[config.mk]
export PLATFORM = sky130hd
export DESIGN_NAME = he_csr_regs
export DESIGN_NICKNAME = d
export VERILOG_FILES = /design/src/hw/he_pkg.sv /design/src/hw/he_csr_regs.sv
export VERILOG_INCLUDE_DIRS = /design/src /design/src/include
export SDC_FILE = /design/constraint.sdc
export NUM_CORES = 1
export LEC_CHECK = 0
export ABC_AREA = 1
export BUFFER_PORTS_ARGS = -buffer_cell sky130_fd_sc_hd__buf_2
export CORE_ASPECT_RATIO = 1.5
export CORE_MARGIN = 2
export CORE_UTILIZATION = 55
export DETAILED_ROUTE_END_ITERATION = 7
export GPL_ROUTABILITY_DRIVEN = 0
export PLACE_DENSITY = 0.85
export SYNTH_ARGS = -nofsm -noshare
export SYNTH_HDL_FRONTEND = slang
export SYNTH_SLANG_ARGS = --single-unit
[constraint.sdc]
create_clock -name clk_i -period 2.48 [get_ports clk_i]
set_input_delay 0.372 -clock clk_i [delete_from_list [all_inputs] [get_ports clk_i]]
set_output_delay 0.372 -clock clk_i [all_outputs]
set_load 0.02 [all_outputs]
[src/include/he_defs.svh]
`ifndef HE_DEFS_SVH
`define HE_DEFS_SVH

// bus and register data width
`define HE_DATA_W 32
`define HE_ADDR_W 40

// coefficients and the modulus share one width
`define HE_COEF_W 30

// bank depth and the index and length widths it implies
`define HE_MAX_N 64
`define HE_IDX_W ($clog2(`HE_MAX_N))
`define HE_N_W (`HE_IDX_W + 1)

// byte step between coefficients in memory
`define HE_COEF_STRIDE 4

`define HE_IRQ_ADDR 40'h30_0000
`define HE_CSR_ADDR_W 4

`endif
[src/hw/he_pkg.sv]
`default_nettype none
`include "he_defs.svh"

package he_pkg;

   // CSR index map
   typedef enum logic [`HE_CSR_ADDR_W-1:0]
   {
      CSR_Q,
      CSR_N,
      CSR_A_PTR,
      CSR_B_PTR,
      CSR_WB_PTR,
      CSR_START,
      CSR_STATUS
   } csr_addr_e;

   typedef struct packed
   {
      logic                  wr;
      csr_addr_e             addr;
      logic [`HE_DATA_W-1:0] data;
   } csr_req_s;

   // one command on the memory port that writes when wr is set
   typedef struct packed
   {
      logic                  wr;
      logic [`HE_ADDR_W-1:0] addr;
      logic [`HE_DATA_W-1:0] data;
   } mem_cmd_s;

   typedef struct packed
   {
      logic [`HE_DATA_W-1:0] data;
   } mem_rsp_s;

   // write into a coefficient bank
   typedef struct packed
   {
      logic                  v;
      logic [`HE_IDX_W-1:0]  idx;
      logic [`HE_COEF_W-1:0] coef;
   } bank_wr_s;

   typedef enum logic {DMA_LOAD, DMA_STORE} dma_dir_e;

   typedef enum logic {BANK_A, BANK_B} bank_sel_e;

   typedef enum logic [2:0]
   {
      SEQ_IDLE,
      SEQ_LOAD_A,
      SEQ_LOAD_B,
      SEQ_COMPUTE,
      SEQ_DRAIN,
      SEQ_WRITE_BACK,
      SEQ_IRQ,
      SEQ_IRQ_WAIT
   } seq_state_e;

   // run configuration as held in the CSR block
   typedef struct packed
   {
      logic [`HE_COEF_W-1:0] q;
      logic [`HE_N_W-1:0]    n;
      logic [`HE_ADDR_W-1:0] a_ptr;
      logic [`HE_ADDR_W-1:0] b_ptr;
      logic [`HE_ADDR_W-1:0] wb_ptr;
   } he_cfg_s;

endpackage

`default_nettype wire

[src/hw/he_csr_regs.sv]
`default_nettype none
`include "he_defs.svh"

module he_csr_regs
(
   input  logic                  clk_i,
   input  logic                  reset_i,
   input  logic                  csr_v_i,
   input  he_pkg::csr_req_s      csr_req_i,
   input  logic                  busy_i,
   input  logic                  done_i,
   output logic                  csr_rsp_v_o,
   output logic [`HE_DATA_W-1:0] csr_rsp_data_o,
   output he_pkg::he_cfg_s       cfg_o,
   output logic                  start_o
);

   logic                  wr_v;
   logic                  start_hit;
   logic [`HE_DATA_W-1:0] rd_data;

   assign wr_v      = csr_v_i && csr_req_i.wr;
   assign start_hit = wr_v && (csr_req_i.addr == he_pkg::CSR_START);

   ////////////////////////////////////////
   // configuration writes

   always_ff @(posedge clk_i)
   begin
      if (reset_i)
      begin
         cfg_o       <= '0;
         start_o     <= 1'b0;
         csr_rsp_v_o <= 1'b0;
      end
      else
      begin
         // every request gets its answer on the next cycle
         csr_rsp_v_o <= csr_v_i;
         start_o     <= start_hit && csr_req_i.data[0];
         if (wr_v)
         begin
            case (csr_req_i.addr)
               he_pkg::CSR_Q:      cfg_o.q      <= csr_req_i.data[`HE_COEF_W-1:0];
               he_pkg::CSR_N:      cfg_o.n      <= csr_req_i.data[`HE_N_W-1:0];
               he_pkg::CSR_A_PTR:  cfg_o.a_ptr  <= `HE_ADDR_W'(csr_req_i.data);
               he_pkg::CSR_B_PTR:  cfg_o.b_ptr  <= `HE_ADDR_W'(csr_req_i.data);
               he_pkg::CSR_WB_PTR: cfg_o.wb_ptr <= `HE_ADDR_W'(csr_req_i.data);
               default:            ;
            endcase
         end
      end
   end

   ////////////////////////////////////////
   // read mux

   always_comb
   begin
      rd_data = '0;
      if (!csr_req_i.wr)
      begin
         case (csr_req_i.addr)
            he_pkg::CSR_Q:      rd_data[`HE_COEF_W-1:0] = cfg_o.q;
            he_pkg::CSR_N:      rd_data[`HE_N_W-1:0]    = cfg_o.n;
            he_pkg::CSR_A_PTR:  rd_data = cfg_o.a_ptr[`HE_DATA_W-1:0];
            he_pkg::CSR_B_PTR:  rd_data = cfg_o.b_ptr[`HE_DATA_W-1:0];
            he_pkg::CSR_WB_PTR: rd_data = cfg_o.wb_ptr[`HE_DATA_W-1:0];
            // busy in bit 0, done in bit 1
            he_pkg::CSR_STATUS: rd_data[1:0] = {done_i, busy_i};
            default:            rd_data = '0;
         endcase
      end
   end

   // write responses carry zero
   always_ff @(posedge clk_i)
   begin
      if (csr_v_i)
         csr_rsp_data_o <= rd_data;
   end

endmodule

`default_nettype wire

==> results.txt, run 1 <==
----------------------------------------------------
[Power and ir drop]
  VDD IR-drop max ... around 0.48 mV
  Power Dens Cells ... 702 mW/mm²
  Leakage component of the power ... between 0.004 and 0.005 µW

[Floorplan]
  Placeable Area ... around 0.013 mm²
  Floorplan die width ... ~97 µm
  Height of the chip ... 144 µm
  DIE AREA ... about 0.014 mm²
  Standard-cell row count ... 51
  # IOs ... between 200 and 250
  Starting density of the core ... 55.6%

[Worst setup path]
  Type of destination of the critical path ... flop
  Startpoint of the most critical register-to-register path ... cfg_o[57]$_SDFFE_PP0P_
  Critical Path Source Type ... input port
  Classification of the worst setup path ... input port to flop
  Worst setup path startpoint ... csr_req_i[33]
  Top fanout value on the critical path ... 33
  Data required time of the critical path ... 2790 ps
  Critical Path AT ... between 2000 and 2500 ps

[Detailed routing]
  Total vias in the final route ... between 7000 and 8000
  Remaining DRCs ... 0
  Overall routed net length ... 22600 µm
  Routed via count divided by cell count ... about 5.7
  Number of nets still failing antenna checks after routing ... 0
  Final routed wire length divided by cell count ... between 15 and 20 µm
  Drt pass-1 iters ... 5
  Number of design-rule violations left by the first detailed-router iteration ... 644

[Global routing]
  Total grt overflow ... 0
  Initial antenna violation count ... 1
  Vias in the first global route ... between 6000 and 7000
  Maximum number of pins on one net before global-route repair ... 61
  Wire length of the first global-routing pass ... between 30000 and 40000 µm
  Overall Global Routing Usage ... around 30%

[STA]
  Worst Skew ... around 11 ps
  Setup TNS Final ... 0 ps
  WHS ... about 230 ps
  Number of failing setup endpoints in the final timing report ... 0
  Maximum frequency from static timing analysis ... approximately 540 MHz
  Slew margin rel. ... 47.6%
  Setup repair after global routing missed its margin ... false
  Minimum period implied by the final worst setup slack ... approximately 1800 ps
  Worst Max-Slew Pin Slew ... slightly below 800 ps
  Max-slew violation count ... 0
  Final hold violation count ... 0
  Final worst-path cycle share ... 74.5%

[Synth]
  Top cells by count, synth ... 155 x nor2_1, 135 x dfxtp_1, 120 x nand2_1
  Post-synthesis average cell area ... roughly 7.7 µm²
  Largest cells by area after synthesis ... dfxtp_1 38%, edfxtp_1 13%, nor2_1 8.2%
  Most instantiated library cell after synthesis ... nor2_1
  Flops & latches, synth ... about 170
  Synth async-reset ratio ... 0%
  Cell area after technology mapping ... between 0.007 and 0.008 mm²
  YS warnings ... 0
  Sequential-to-total area share from yosys stat ... 51.3%
  Post-Synthesis Cells ... between 900 and 1000
  Proportion of netlist area held by the largest area contributor ... a little under two fifths
  Unique cell type count in the Yosys netlist ... 23
  Post-synthesis cell type with the largest combined area ... dfxtp_1
  Most common flop cell mapped by yosys ... dfxtp_1
  Post-synth EDFFs ... 32

[Hold path]
  Hold wc startpoint ... csr_req_i[30]
  Class of the tightest hold or removal check ... input port to flop

[Clock network]
  Clock-pin slew on the worst setup and hold paths ... roughly 70 ps
  CTS buffer count ... 17
  Clock tree from TritonCTS ... yes
  Maximum clock insertion buffer count ... 2
  Post-CTS Setup Inserts ... 0
  H-Tree Depth ... 4
  Worst-Skew Late Latency ... approximately 430 ps
  Clock tree sinks ... roughly 170
  Cell chosen for the clock root ... clkbuf_16
  Hold_buf cts ... 0
  CTS-repair resized insts ... 0

[Placed design]
  PortBufs ... around 210
  Number of cells after detailed placement ... ~1200
  Detailed placement HPWL ... around 14000 µm

[Layout]
  Final non-filler cell total ... between 1000 and 1500
  Area taken by multi-input logic gates ... 0.00287 mm²
  Share of final-layout standard cells stronger than drive strength 1 ... approximately 25%
  Area grow syn2layout ... 23.6%
  Final net count ... roughly 1100
  Storage element area ... around 0.0037 mm²
  Filler Cell Count ... approximately 1100

[Run status]
  Status ... finished, final reports clean

[Flow run]
  Maximum Capacitance Violations ... 0

----------------------------------------------------
## sequential cells by signal, summed over array words and instances (netlist names)
signal / cells
cfg_o: 133
csr_rsp_data_o: 32
start_o: 1
csr_rsp_v_o: 1
## power by group
group          internal, µW  switching (µW)  total [µW]
Clock                  1840            1080        2920
Combinational           103             333         436
Sequential             2810            25.0        2830
Total                  4750            1440        6190
## routing by layer
layer  track usage, %  up-vias  part of all wire (%)
met5                0        -                     0
met4             17.9        0                   4.8
met3             5.93       86                   9.0
met2             53.4      513                    50
met1             35.8     3300                    36
li1                 -     3372                     -
## final cells by class
class                   count  area share [%]
repair buffers            230            14.0
clock buffers              23            5.66
flip-flops and latches    167            41.5
diodes                      1          0.0284
inverters                  50            2.16
clock inverters             9            1.86
multi-input cells         640            32.6
well taps                 159            2.26
## final timing paths
check	to	slack (ps)	cells after the start
worst max register to register	csr_rsp_data_o[17]$_SDFFCE_PP0P_	1500	4
worst min-delay path	cfg_o[30]$_SDFFE_PP0P_	230	3
worst max-delay path	cfg_o[80]$_SDFFE_PP0P_	630	8
worst min register to register	cfg_o[49]$_SDFFE_PP0P_	470	2
## kinds of logic (layout without fill, tap and decap cells)
logic type | Yosys count | after routing | synth area share (%)
AOI/OAI and AO/OA | 202 | 202 | 14.2
buffers and inverters | 140 | 312 | 9.77
DFF | 167 | 167 | 51.3
other | 1 | 25 | 0.0525
and+or+nand+nor | 414 | 414 | 24.7
## critical path, cell delays in order
cell	delay (ps)
buf_2	140
inv_1	90
nor2_4	90
nand2_2	70
nor2_4	600
inv_2	490
nor2_1	210
nor2_1	60
## cells in the final DEF (no fill, tap or decap), drive strengths merged
cell    instances
buf           230
nor2          161
dfxtp         135
o21ai         128
nand2         125
nand3          98
a21oi          74
inv            51
edfxtp         32
nor3           30
conb           24
clkbuf         23
bufinv          4
clkinv          4
diode           1
## through the flow
stage	cell area, µm²	power [µW]	utilization [%]	worst slack (ps)
floorplan	7220	3160	-	1130
global placement	8160	3310	63.6	328
detailed placement	8160	3310	63.6	266
CTS	8820	6190	68.8	715
global route	8820	6320	68.8	499
finish	8820	6190	68.8	633
(Power assumes the default switching activity.)
==> inputs of run 2 (changes only) <==
- ABC_AREA: 1 -> 0
- CORE_UTILIZATION: 55 -> 51
- PLACE_DENSITY: 0.85 -> 0.79
- clock period: 2.48 -> 1.87 ns (I/O delays scaled with it)
==> run 2 against run 1 <==
Net effect: final cell count shrank 2.5%; sequential power grew 32%; clock power grew 24%; global-route usage grew 1.7 points; sequential share of layout area shrank 3.0 points; largest cell class unchanged; non-clock buffer count grew 24; combinational power grew 76%; total power grew 31%; via count grew 6.4%; utilization shrank 3.4 points; critical path type unchanged; area after synthesis grew 5.5%.
==> results.txt, run 2 <==
----------------------------------------------------
[STA]
  Number of failing setup endpoints in the final timing report ... 0 (unchanged)
  Setup repair after global routing missed its margin ... false
  Worst Max-Slew Pin Slew ... 671 ps (-114 ps)
  Max-slew violation count ... 0 (unchanged)
  Slew margin rel. ... 55.3% (+7.7 points)
  Minimum period implied by the final worst setup slack ... approximately 1400 ps
  Final hold violation count ... 0 (unchanged)
  Worst Skew ... 6.15 ps (-4.96 ps)
  Setup TNS Final ... 0 ps (unchanged)
  Final worst-path cycle share ... around three quarters
  Maximum frequency from static timing analysis ... about 700 MHz

[Layout]
  Max FFs per register ... 133 (unchanged)
  Biggest register ... cfg_o
  Final net count ... 1077 (-6.2%)
  Biggest regs ... cfg_o (133), csr_rsp_data_o (32)
  Filler Cell Count ... 1224 (+16%)
  Commonest cells after routing, fill and taps aside ... 207 x buf_2, 144 x a21oi_1, 138 x nand3_1
  Area grow syn2layout ... 26.2%
  Final standard cell area without fillers ... 0.00950 mm² (+7.7%)
  Most common cell after layout, fill and taps aside ... buf_2
  Share of final-layout standard cells stronger than drive strength 1 ... 28.6% (+4.0 points)

[Placed design]
  Detailed placement HPWL ... 16800 µm (+16%)
  Placed inst area ... 0.00888 mm² (+8.9%)
  PortBufs ... 208 (unchanged)

[Floorplan]
  DIE AREA ... 0.0158 mm² (+13%)
  Floorplan die width ... 103 µm (+6.4%)
  Height of the chip ... 153 µm (+6.5%)
  Placeable Area ... 0.0145 mm² (+13%)
  # IOs ... 233 (unchanged)
  Standard-cell row count ... 54 (+5.9%)
  Starting density of the core ... 51.8% (-3.8 points)

[Global routing]
  Vias in the first global route ... 7427 (+12%)
  Maximum number of pins on one net before global-route repair ... 102 (+67%)
  Wire length of the first global-routing pass ... 39800 µm (+17%)
  Total grt overflow ... 0 (unchanged)
  Overall Global Routing Usage ... 32.6% (+1.7 points)
  Initial antenna violation count ... 3 (+2)

[Power and ir drop]
  Leakage component of the power ... 0.00376 µW (-6.8%)
  VDD IR-drop max ... 0.636 mV (+33%)
  Power Dens Cells ... 856 mW/mm² (+22%)

[Detailed routing]
  Total vias in the final route ... 7734 (+6.4%)
  Final routed wire length divided by cell count ... 20.7 µm (+17%)
  Drt pass-1 iters ... 6 (+1)
  Remaining DRCs ... 0 (unchanged)
  Number of design-rule violations left by the first detailed-router iteration ... 759 (+18%)
  Routed via count divided by cell count ... 6.20 (+9.1%)
  Overall routed net length ... 25900 µm (+14%)
  Number of nets still failing antenna checks after routing ... 0 (unchanged)

[Clock network]
  Cell chosen for the clock root ... clkbuf_16
  Post-CTS Setup Inserts ... 0 (unchanged)
  Clock tree from TritonCTS ... yes
  Maximum clock insertion buffer count ... 2 (unchanged)
  Clock-pin slew on the worst setup and hold paths ... 70 ps (about the same)
  Worst-Skew Late Latency ... 430 ps (about the same)
  H-Tree Depth ... 4 (unchanged)
  CTS-repair resized insts ... 0 (unchanged)
  Hold_buf cts ... 0 (unchanged)
  CTS buffer count ... 17 (unchanged)
  Clock tree sinks ... 167 (unchanged)

[Worst setup path]
  Classification of the worst setup path ... input port to flop
  Type of destination of the critical path ... flop
  Worst setup path startpoint ... csr_req_i[33]
  Register-to-Register Path Depth ... 3 (-1)
  R2R Setup Slk ... 550 ps (-950 ps)
  Max stage delay on crit path ... 540 ps (-60 ps)
  Data required time of the critical path ... 2220 ps (-570 ps)
  Critical Path AT ... 1790 ps (-370 ps)
  Slowest stage cell on the critical path ... or2_2
  Top fanout value on the critical path ... 30 (-9.1%)
  List of cells traversed by the critical path ... buf_2 > buf_4 > or2_2 > o21ai_0 > a21oi_1
  Destination of the worst register-to-register timing path ... csr_rsp_data_o[5]$_SDFFCE_PP0P_
  Last element of the critical path ... cfg_o[144]$_SDFFE_PP0P_
  Startpoint of the most critical register-to-register path ... cfg_o[125]$_SDFFE_PP0P_
  Critical Path Source Type ... input port

[Synth]
  Synth async-reset ratio ... 0% (unchanged)
  Adder and majority gate portion of the synthesized area ... 0% (unchanged)
  Post-Synthesis Cells ... 858 (-7.1%)
  Top cells by count, synth ... 144 x a21oi_1, 138 x nand3_1, 135 x dfxtp_1
  Most instantiated library cell after synthesis ... a21oi_1
  Post-synthesis average cell area ... 8.78 µm² (+14%)
  Most common flop cell mapped by yosys ... dfxtp_1
  Fraction of synthesized area in multiplexers ... 4.57% (+4.6 points)
  Post-synth EDFFs ... 32 (unchanged)
  Post-synthesis cell type with the largest combined area ... dfxtp_1
  Unique cell type count in the Yosys netlist ... 47 (+100%)
  Largest family of logic cells by synthesized area ... compound AO/OA/AOI/OAI gates
  Flops & latches, synth ... 167 (unchanged)
  YS warnings ... 0 (unchanged)
  Simple-gate area share of the yosys netlist ... 15.0% (-9.6 points)
  Cell area after technology mapping ... 0.00753 mm² (+5.5%)
  Sequential-to-total area share from yosys stat ... 48.6% (-2.7 points)
  Proportion of netlist area held by the largest area contributor ... 35.9% (-2.0 points)
  Synthesized-area fraction occupied by xor and xnor cells ... 0% (unchanged)
  Largest cells by area after synthesis ... dfxtp_1 36%, edfxtp_1 13%, a21oi_1 9.6%
  Share of the synthesized area in compound gates (AO/OA/AOI/OAI) ... 23.8% (+9.6 points)

[Flow run]
  Maximum Capacitance Violations ... 0 (unchanged)

[Hold path]
  Class of the tightest hold or removal check ... input port to flop

[Run status]
  Status ... finished, final reports clean

----------------------------------------------------
==> run 2: critical path: cells and delay by family <==
| kind | cells | cell delay (ps) |
|---|---|---|
| compound gates | 2 | 380 |
| simple gates | 1 | 540 |
| buf+inv | 2 | 580 |
==> run 2: worst min-delay path by stage <==
stage / cells past startpoint / slack (ps) / end / from
6_report: 3 / 130 / cfg_o[152]$_SDFFE_PP0P_ / csr_req_i[25]
5_1_grt: 3 / 130 / cfg_o[111]$_SDFFE_PP0P_ / csr_req_i[31]
4_1_cts: 3 / 120 / cfg_o[106]$_SDFFE_PP0P_ / csr_req_i[26]
3_5_place_dp: 2 / 480 / cfg_o[50]$_SDFFE_PP0P_ / cfg_o[50]$_SDFFE_PP0P_
3_3_place_gp: 2 / 470 / cfg_o[147]$_SDFFE_PP0P_ / cfg_o[147]$_SDFFE_PP0P_
2_1_floorplan: 0 / 390 / csr_rsp_data_o[0]$_SDFFCE_PP0P_ / csr_v_i
==> run 2: routing by layer <==
metal,global-route usage (%),vias to the layer above,part of all wire [%]
met5,0,-,0
met4,18.7,0,5.3
met3,7.36,102,9.0
met1,39.7,3660,37
met2,51.9,501,49
li1,-,3471,-
==> run 2: final cells by class <==
class                      count  area [µm²]  share of cell area [%]
timing repair buffer         254        1550                    16.3
tap                          196         245                    2.58
antenna                        3        7.51                  0.0790
sequential                   167        3660                    38.6
multi-input combinational    593        3410                    35.9
inverter                       2        7.51                  0.0790
clock inverter                14         161                    1.70
clock buffer                  18         450                    4.74
==> run 2: power breakdown <==
part           switching [µW]  internal (µW)  leakage [µW]  total, µW
registers                26.5           3710       0.00142       3730
clock network            1560           2080      0.000295       3630
logic                     549            217       0.00205        766
==> run 2: through the flow <==
step | util [%] | hold slack (ps) | setup slack [ps] | total power, µW | std cells
finish | 65.4 | 127 | 437 | 8130 | 1247
floorplan | - | 393 | 267 | 4240 | 881
CTS | 65.4 | 115 | 467 | 8130 | 1244
detailed placement | 61.1 | 477 | 34.9 | 4560 | 1212
global placement | 61.1 | 468 | 98.3 | 4550 | 1212
global route | 65.4 | 130 | 330 | 8330 | 1247
==> run 2: kinds of logic (layout without fill, tap and decap cells) <==
group,after synthesis,after routing
buffers and inverters,121,288
AOI/OAI and AO/OA,332,332
other,1,27
and+or+nand+nor,204,204
muxes,33,33
DFF,167,167
==> inputs of run 3 (changes only) <==
- clock period: 1.87 -> 1.5 ns (I/O delays scaled with it)
==> run 3 against run 2 <==
Net effect: global-route usage is 0.31 points higher; final cell count is 2.3% higher; first-iteration DRC count is 3.0% lower; hold slack worse by 49 ps; total power is 24% higher; critical path depth is 4 lower; routed wire length is 2.3% higher; clock skew is 1.3 ps higher; sequential power is 25% higher; die area stayed put; largest power group unchanged.
==> results.txt, run 3 (same netlist as run 2, synthesis figures left out) <==
----------------------------------------------------
[Placed design]
  PortBufs ... 208 (unchanged)
  Detailed placement HPWL ... 18000 µm (+7.4%)
  Number of cells after detailed placement ... 1243 (+2.6%)
  Setup WS pre-CTS ... -114 ps (-149 ps)

[Clock network]
  Clock-pin slew on the worst setup and hold paths ... 70 ps (about the same)
  Post-CTS Setup Inserts ... 0 (unchanged)
  Maximum clock insertion buffer count ... 2 (unchanged)
  CTS buffer count ... 17 (unchanged)
  H-Tree Depth ... 4 (unchanged)
  CTS-repair resized insts ... 0 (unchanged)
  Worst-Skew Late Latency ... 430 ps (about the same)
  Cell chosen for the clock root ... clkbuf_16
  Clock tree from TritonCTS ... yes
  Clock tree sinks ... 167 (unchanged)
  Hold_buf cts ... 0 (unchanged)

[Layout]
  Final net count ... 1108 (+2.9%)
  Most common cell after layout, fill and taps aside ... buf_2
  Filler Cell Count ... 1189 (-2.9%)
  Max FFs per register ... 133 (unchanged)
  Commonest cells after routing, fill and taps aside ... 207 x buf_2, 144 x a21oi_1, 138 x nand3_1
  Biggest regs ... cfg_o (133), csr_rsp_data_o (32)
  Share of final-layout standard cells stronger than drive strength 1 ... 30.5% (+1.9 points)
  Final non-filler cell total ... 1276 (+2.3%)
  Post-layout util ... 67.3% (+1.9 points)
  Biggest register ... cfg_o
  Area grow syn2layout ... 29.8%

[STA]
  Final worst-path cycle share ... between 80% and 90%
  Worst Skew ... 7.43 ps (+1.28 ps)
  Setup repair after global routing missed its margin ... false
  Setup ws final ... 207 ps (-230 ps)
  Setup TNS Final ... 0 ps (unchanged)
  Final hold violation count ... 0 (unchanged)
  WHS ... 78.2 ps (-48.6 ps)
  Minimum period implied by the final worst setup slack ... 1290 ps
  Maximum frequency from static timing analysis ... just under 800 MHz
  Max-slew violation count ... 0 (unchanged)
  Number of failing setup endpoints in the final timing report ... 0 (unchanged)

[Worst setup path]
  Last element of the critical path ... csr_rsp_data_o[13]
  Combined buffer and inverter count along the critical path ... 1 (-1)
  Startpoint of the most critical register-to-register path ... cfg_o[81]$_SDFFE_PP0P_
  Register-to-Register Path Depth ... 3 (unchanged)
  Critical Path AT ... 1070 ps (-720 ps)
  Critical Path Source Type ... flop
  Classification of the worst setup path ... flop to primary output
  Slowest stage cell on the critical path ... edfxtp_1
  R2R Setup Slk ... 270 ps (-280 ps)
  Type of destination of the critical path ... primary output
  Destination of the worst register-to-register timing path ... csr_rsp_data_o[1]$_SDFFCE_PP0P_
  Max stage delay on crit path ... 450 ps (-90 ps)
  List of cells traversed by the critical path ... buf_2
  Top fanout value on the critical path ... 1 (-97%)
  Data required time of the critical path ... 1270 ps (-950 ps)
  Kind of cell with the highest combined delay on the critical path ... flip-flops
  Crit path depth ... 1 (-4)
  Worst setup path startpoint ... csr_rsp_data_o[13]$_SDFFCE_PP0P_

[Power and ir drop]
  Part of the total power dissipated in sequential elements ... 46.3% (+0.4 points)
  Switching Share ... 25.2% (-0.98 points)
  Reported net switching power ... 2540 µW (+19%)
  Combinational Power Share ... 10.1% (+0.7 points)
  Total internal power ... 7530 µW (+25%)
  VDD IR-drop max ... 0.694 mV (+9.1%)
  Power Dens Cells ... 1030 mW/mm² (+20%)
  Clock network fraction of total power ... 43.6% (-1.1 points)
  Leakage component of the power ... 0.00394 µW (+4.6%)

[Run status]
  Status ... finished, final reports clean

[Global routing]
  Wire length of the first global-routing pass ... 40300 µm (+1.1%)
  Overall Global Routing Usage ... 32.9% (+0.31 points)
  Total grt overflow ... 0 (unchanged)
  Initial antenna violation count ... 1 (-2)
  Vias in the first global route ... 7474 (+0.63%)
  Maximum number of pins on one net before global-route repair ... 70 (-31%)

[Floorplan]
  Starting density of the core ... 51.8% (unchanged)
  Placeable Area ... 0.0145 mm² (unchanged)
  Floorplan die width ... 103 µm (unchanged)
  # IOs ... 233 (unchanged)
  DIE AREA ... 0.0158 mm² (unchanged)
  Standard-cell row count ... 54 (unchanged)
  Height of the chip ... 153 µm (unchanged)

[Detailed routing]
  Routed via count divided by cell count ... 6.27 (+1.0%)
  Number of design-rule violations left by the first detailed-router iteration ... 736 (-3.0%)
  Final routed wire length divided by cell count ... 20.7 µm (about the same)
  Number of nets still failing antenna checks after routing ... 0 (unchanged)
  Total vias in the final route ... 7995 (+3.4%)
  Drt pass-1 iters ... 5 (-1)
  Overall routed net length ... 26500 µm (+2.3%)
  Remaining DRCs ... 0 (unchanged)

[Flow run]
  Maximum Capacitance Violations ... 0 (unchanged)

[Hold path]
  Class of the tightest hold or removal check ... input port to flop

----------------------------------------------------
run 3: power by group through the flow:
stage / sequential (µW) / combinational [µW] / clock [µW]
after floorplan: 4820 / 470 / 0
after global placement: 4750 / 977 / 0
after detailed placement: 4750 / 986 / 0
after CTS: 4660 / 992 / 4400
after global routing: 4660 / 1060 / 4580
final: 4660 / 1020 / 4390
run 3: routing by layer:
layer | GRT usage [%] | share of wire, % | up-vias
met5 | 0 | 0 | -
met1 | 39.1 | 35 | 3768
li1 | - | - | 3529
met2 | 52.5 | 49 | 574
met3 | 6.13 | 9.4 | 124
met4 | 22.6 | 6.7 | 0
run 3: worst min path at each step:
stage                                 from                         endpoint  slack [ps]  cells past startpoint
floorplan                          csr_v_i  csr_rsp_data_o[0]$_SDFFCE_PP0P_         340                      0
global placement    cfg_o[50]$_SDFFE_PP0P_           cfg_o[50]$_SDFFE_PP0P_         470                      2
detailed placement  cfg_o[50]$_SDFFE_PP0P_           cfg_o[50]$_SDFFE_PP0P_         480                      2
CTS                          csr_req_i[29]          cfg_o[156]$_SDFFE_PP0P_          70                      3
global route                 csr_req_i[29]          cfg_o[156]$_SDFFE_PP0P_          80                      3
finish                       csr_req_i[30]           cfg_o[70]$_SDFFE_PP0P_          80                      3
run 3: through the flow:
stage | cell area, µm² | total power, µW
3_5_place_dp | 9180 | 5740
3_3_place_gp | 9180 | 5730
6_report | 9780 | 10100
5_1_grt | 9780 | 10300
4_1_cts | 9770 | 10000
2_1_floorplan | 7620 | 5290
run 3: cell type report:
| cell class | instances | area, µm² | share of cell area, % |
|---|---|---|---|
| Antenna cell | 1 | 2.50 | 0.0256 |
| Inverter | 2 | 7.51 | 0.0768 |
| Clock inverter | 8 | 82.6 | 0.845 |
| Multi-Input combinational cell | 593 | 3410 | 34.9 |
| Tap cell | 196 | 245 | 2.51 |
| Timing Repair Buffer | 285 | 1850 | 18.9 |
| Sequential cell | 167 | 3660 | 37.5 |
| Clock buffer | 24 | 513 | 5.25 |
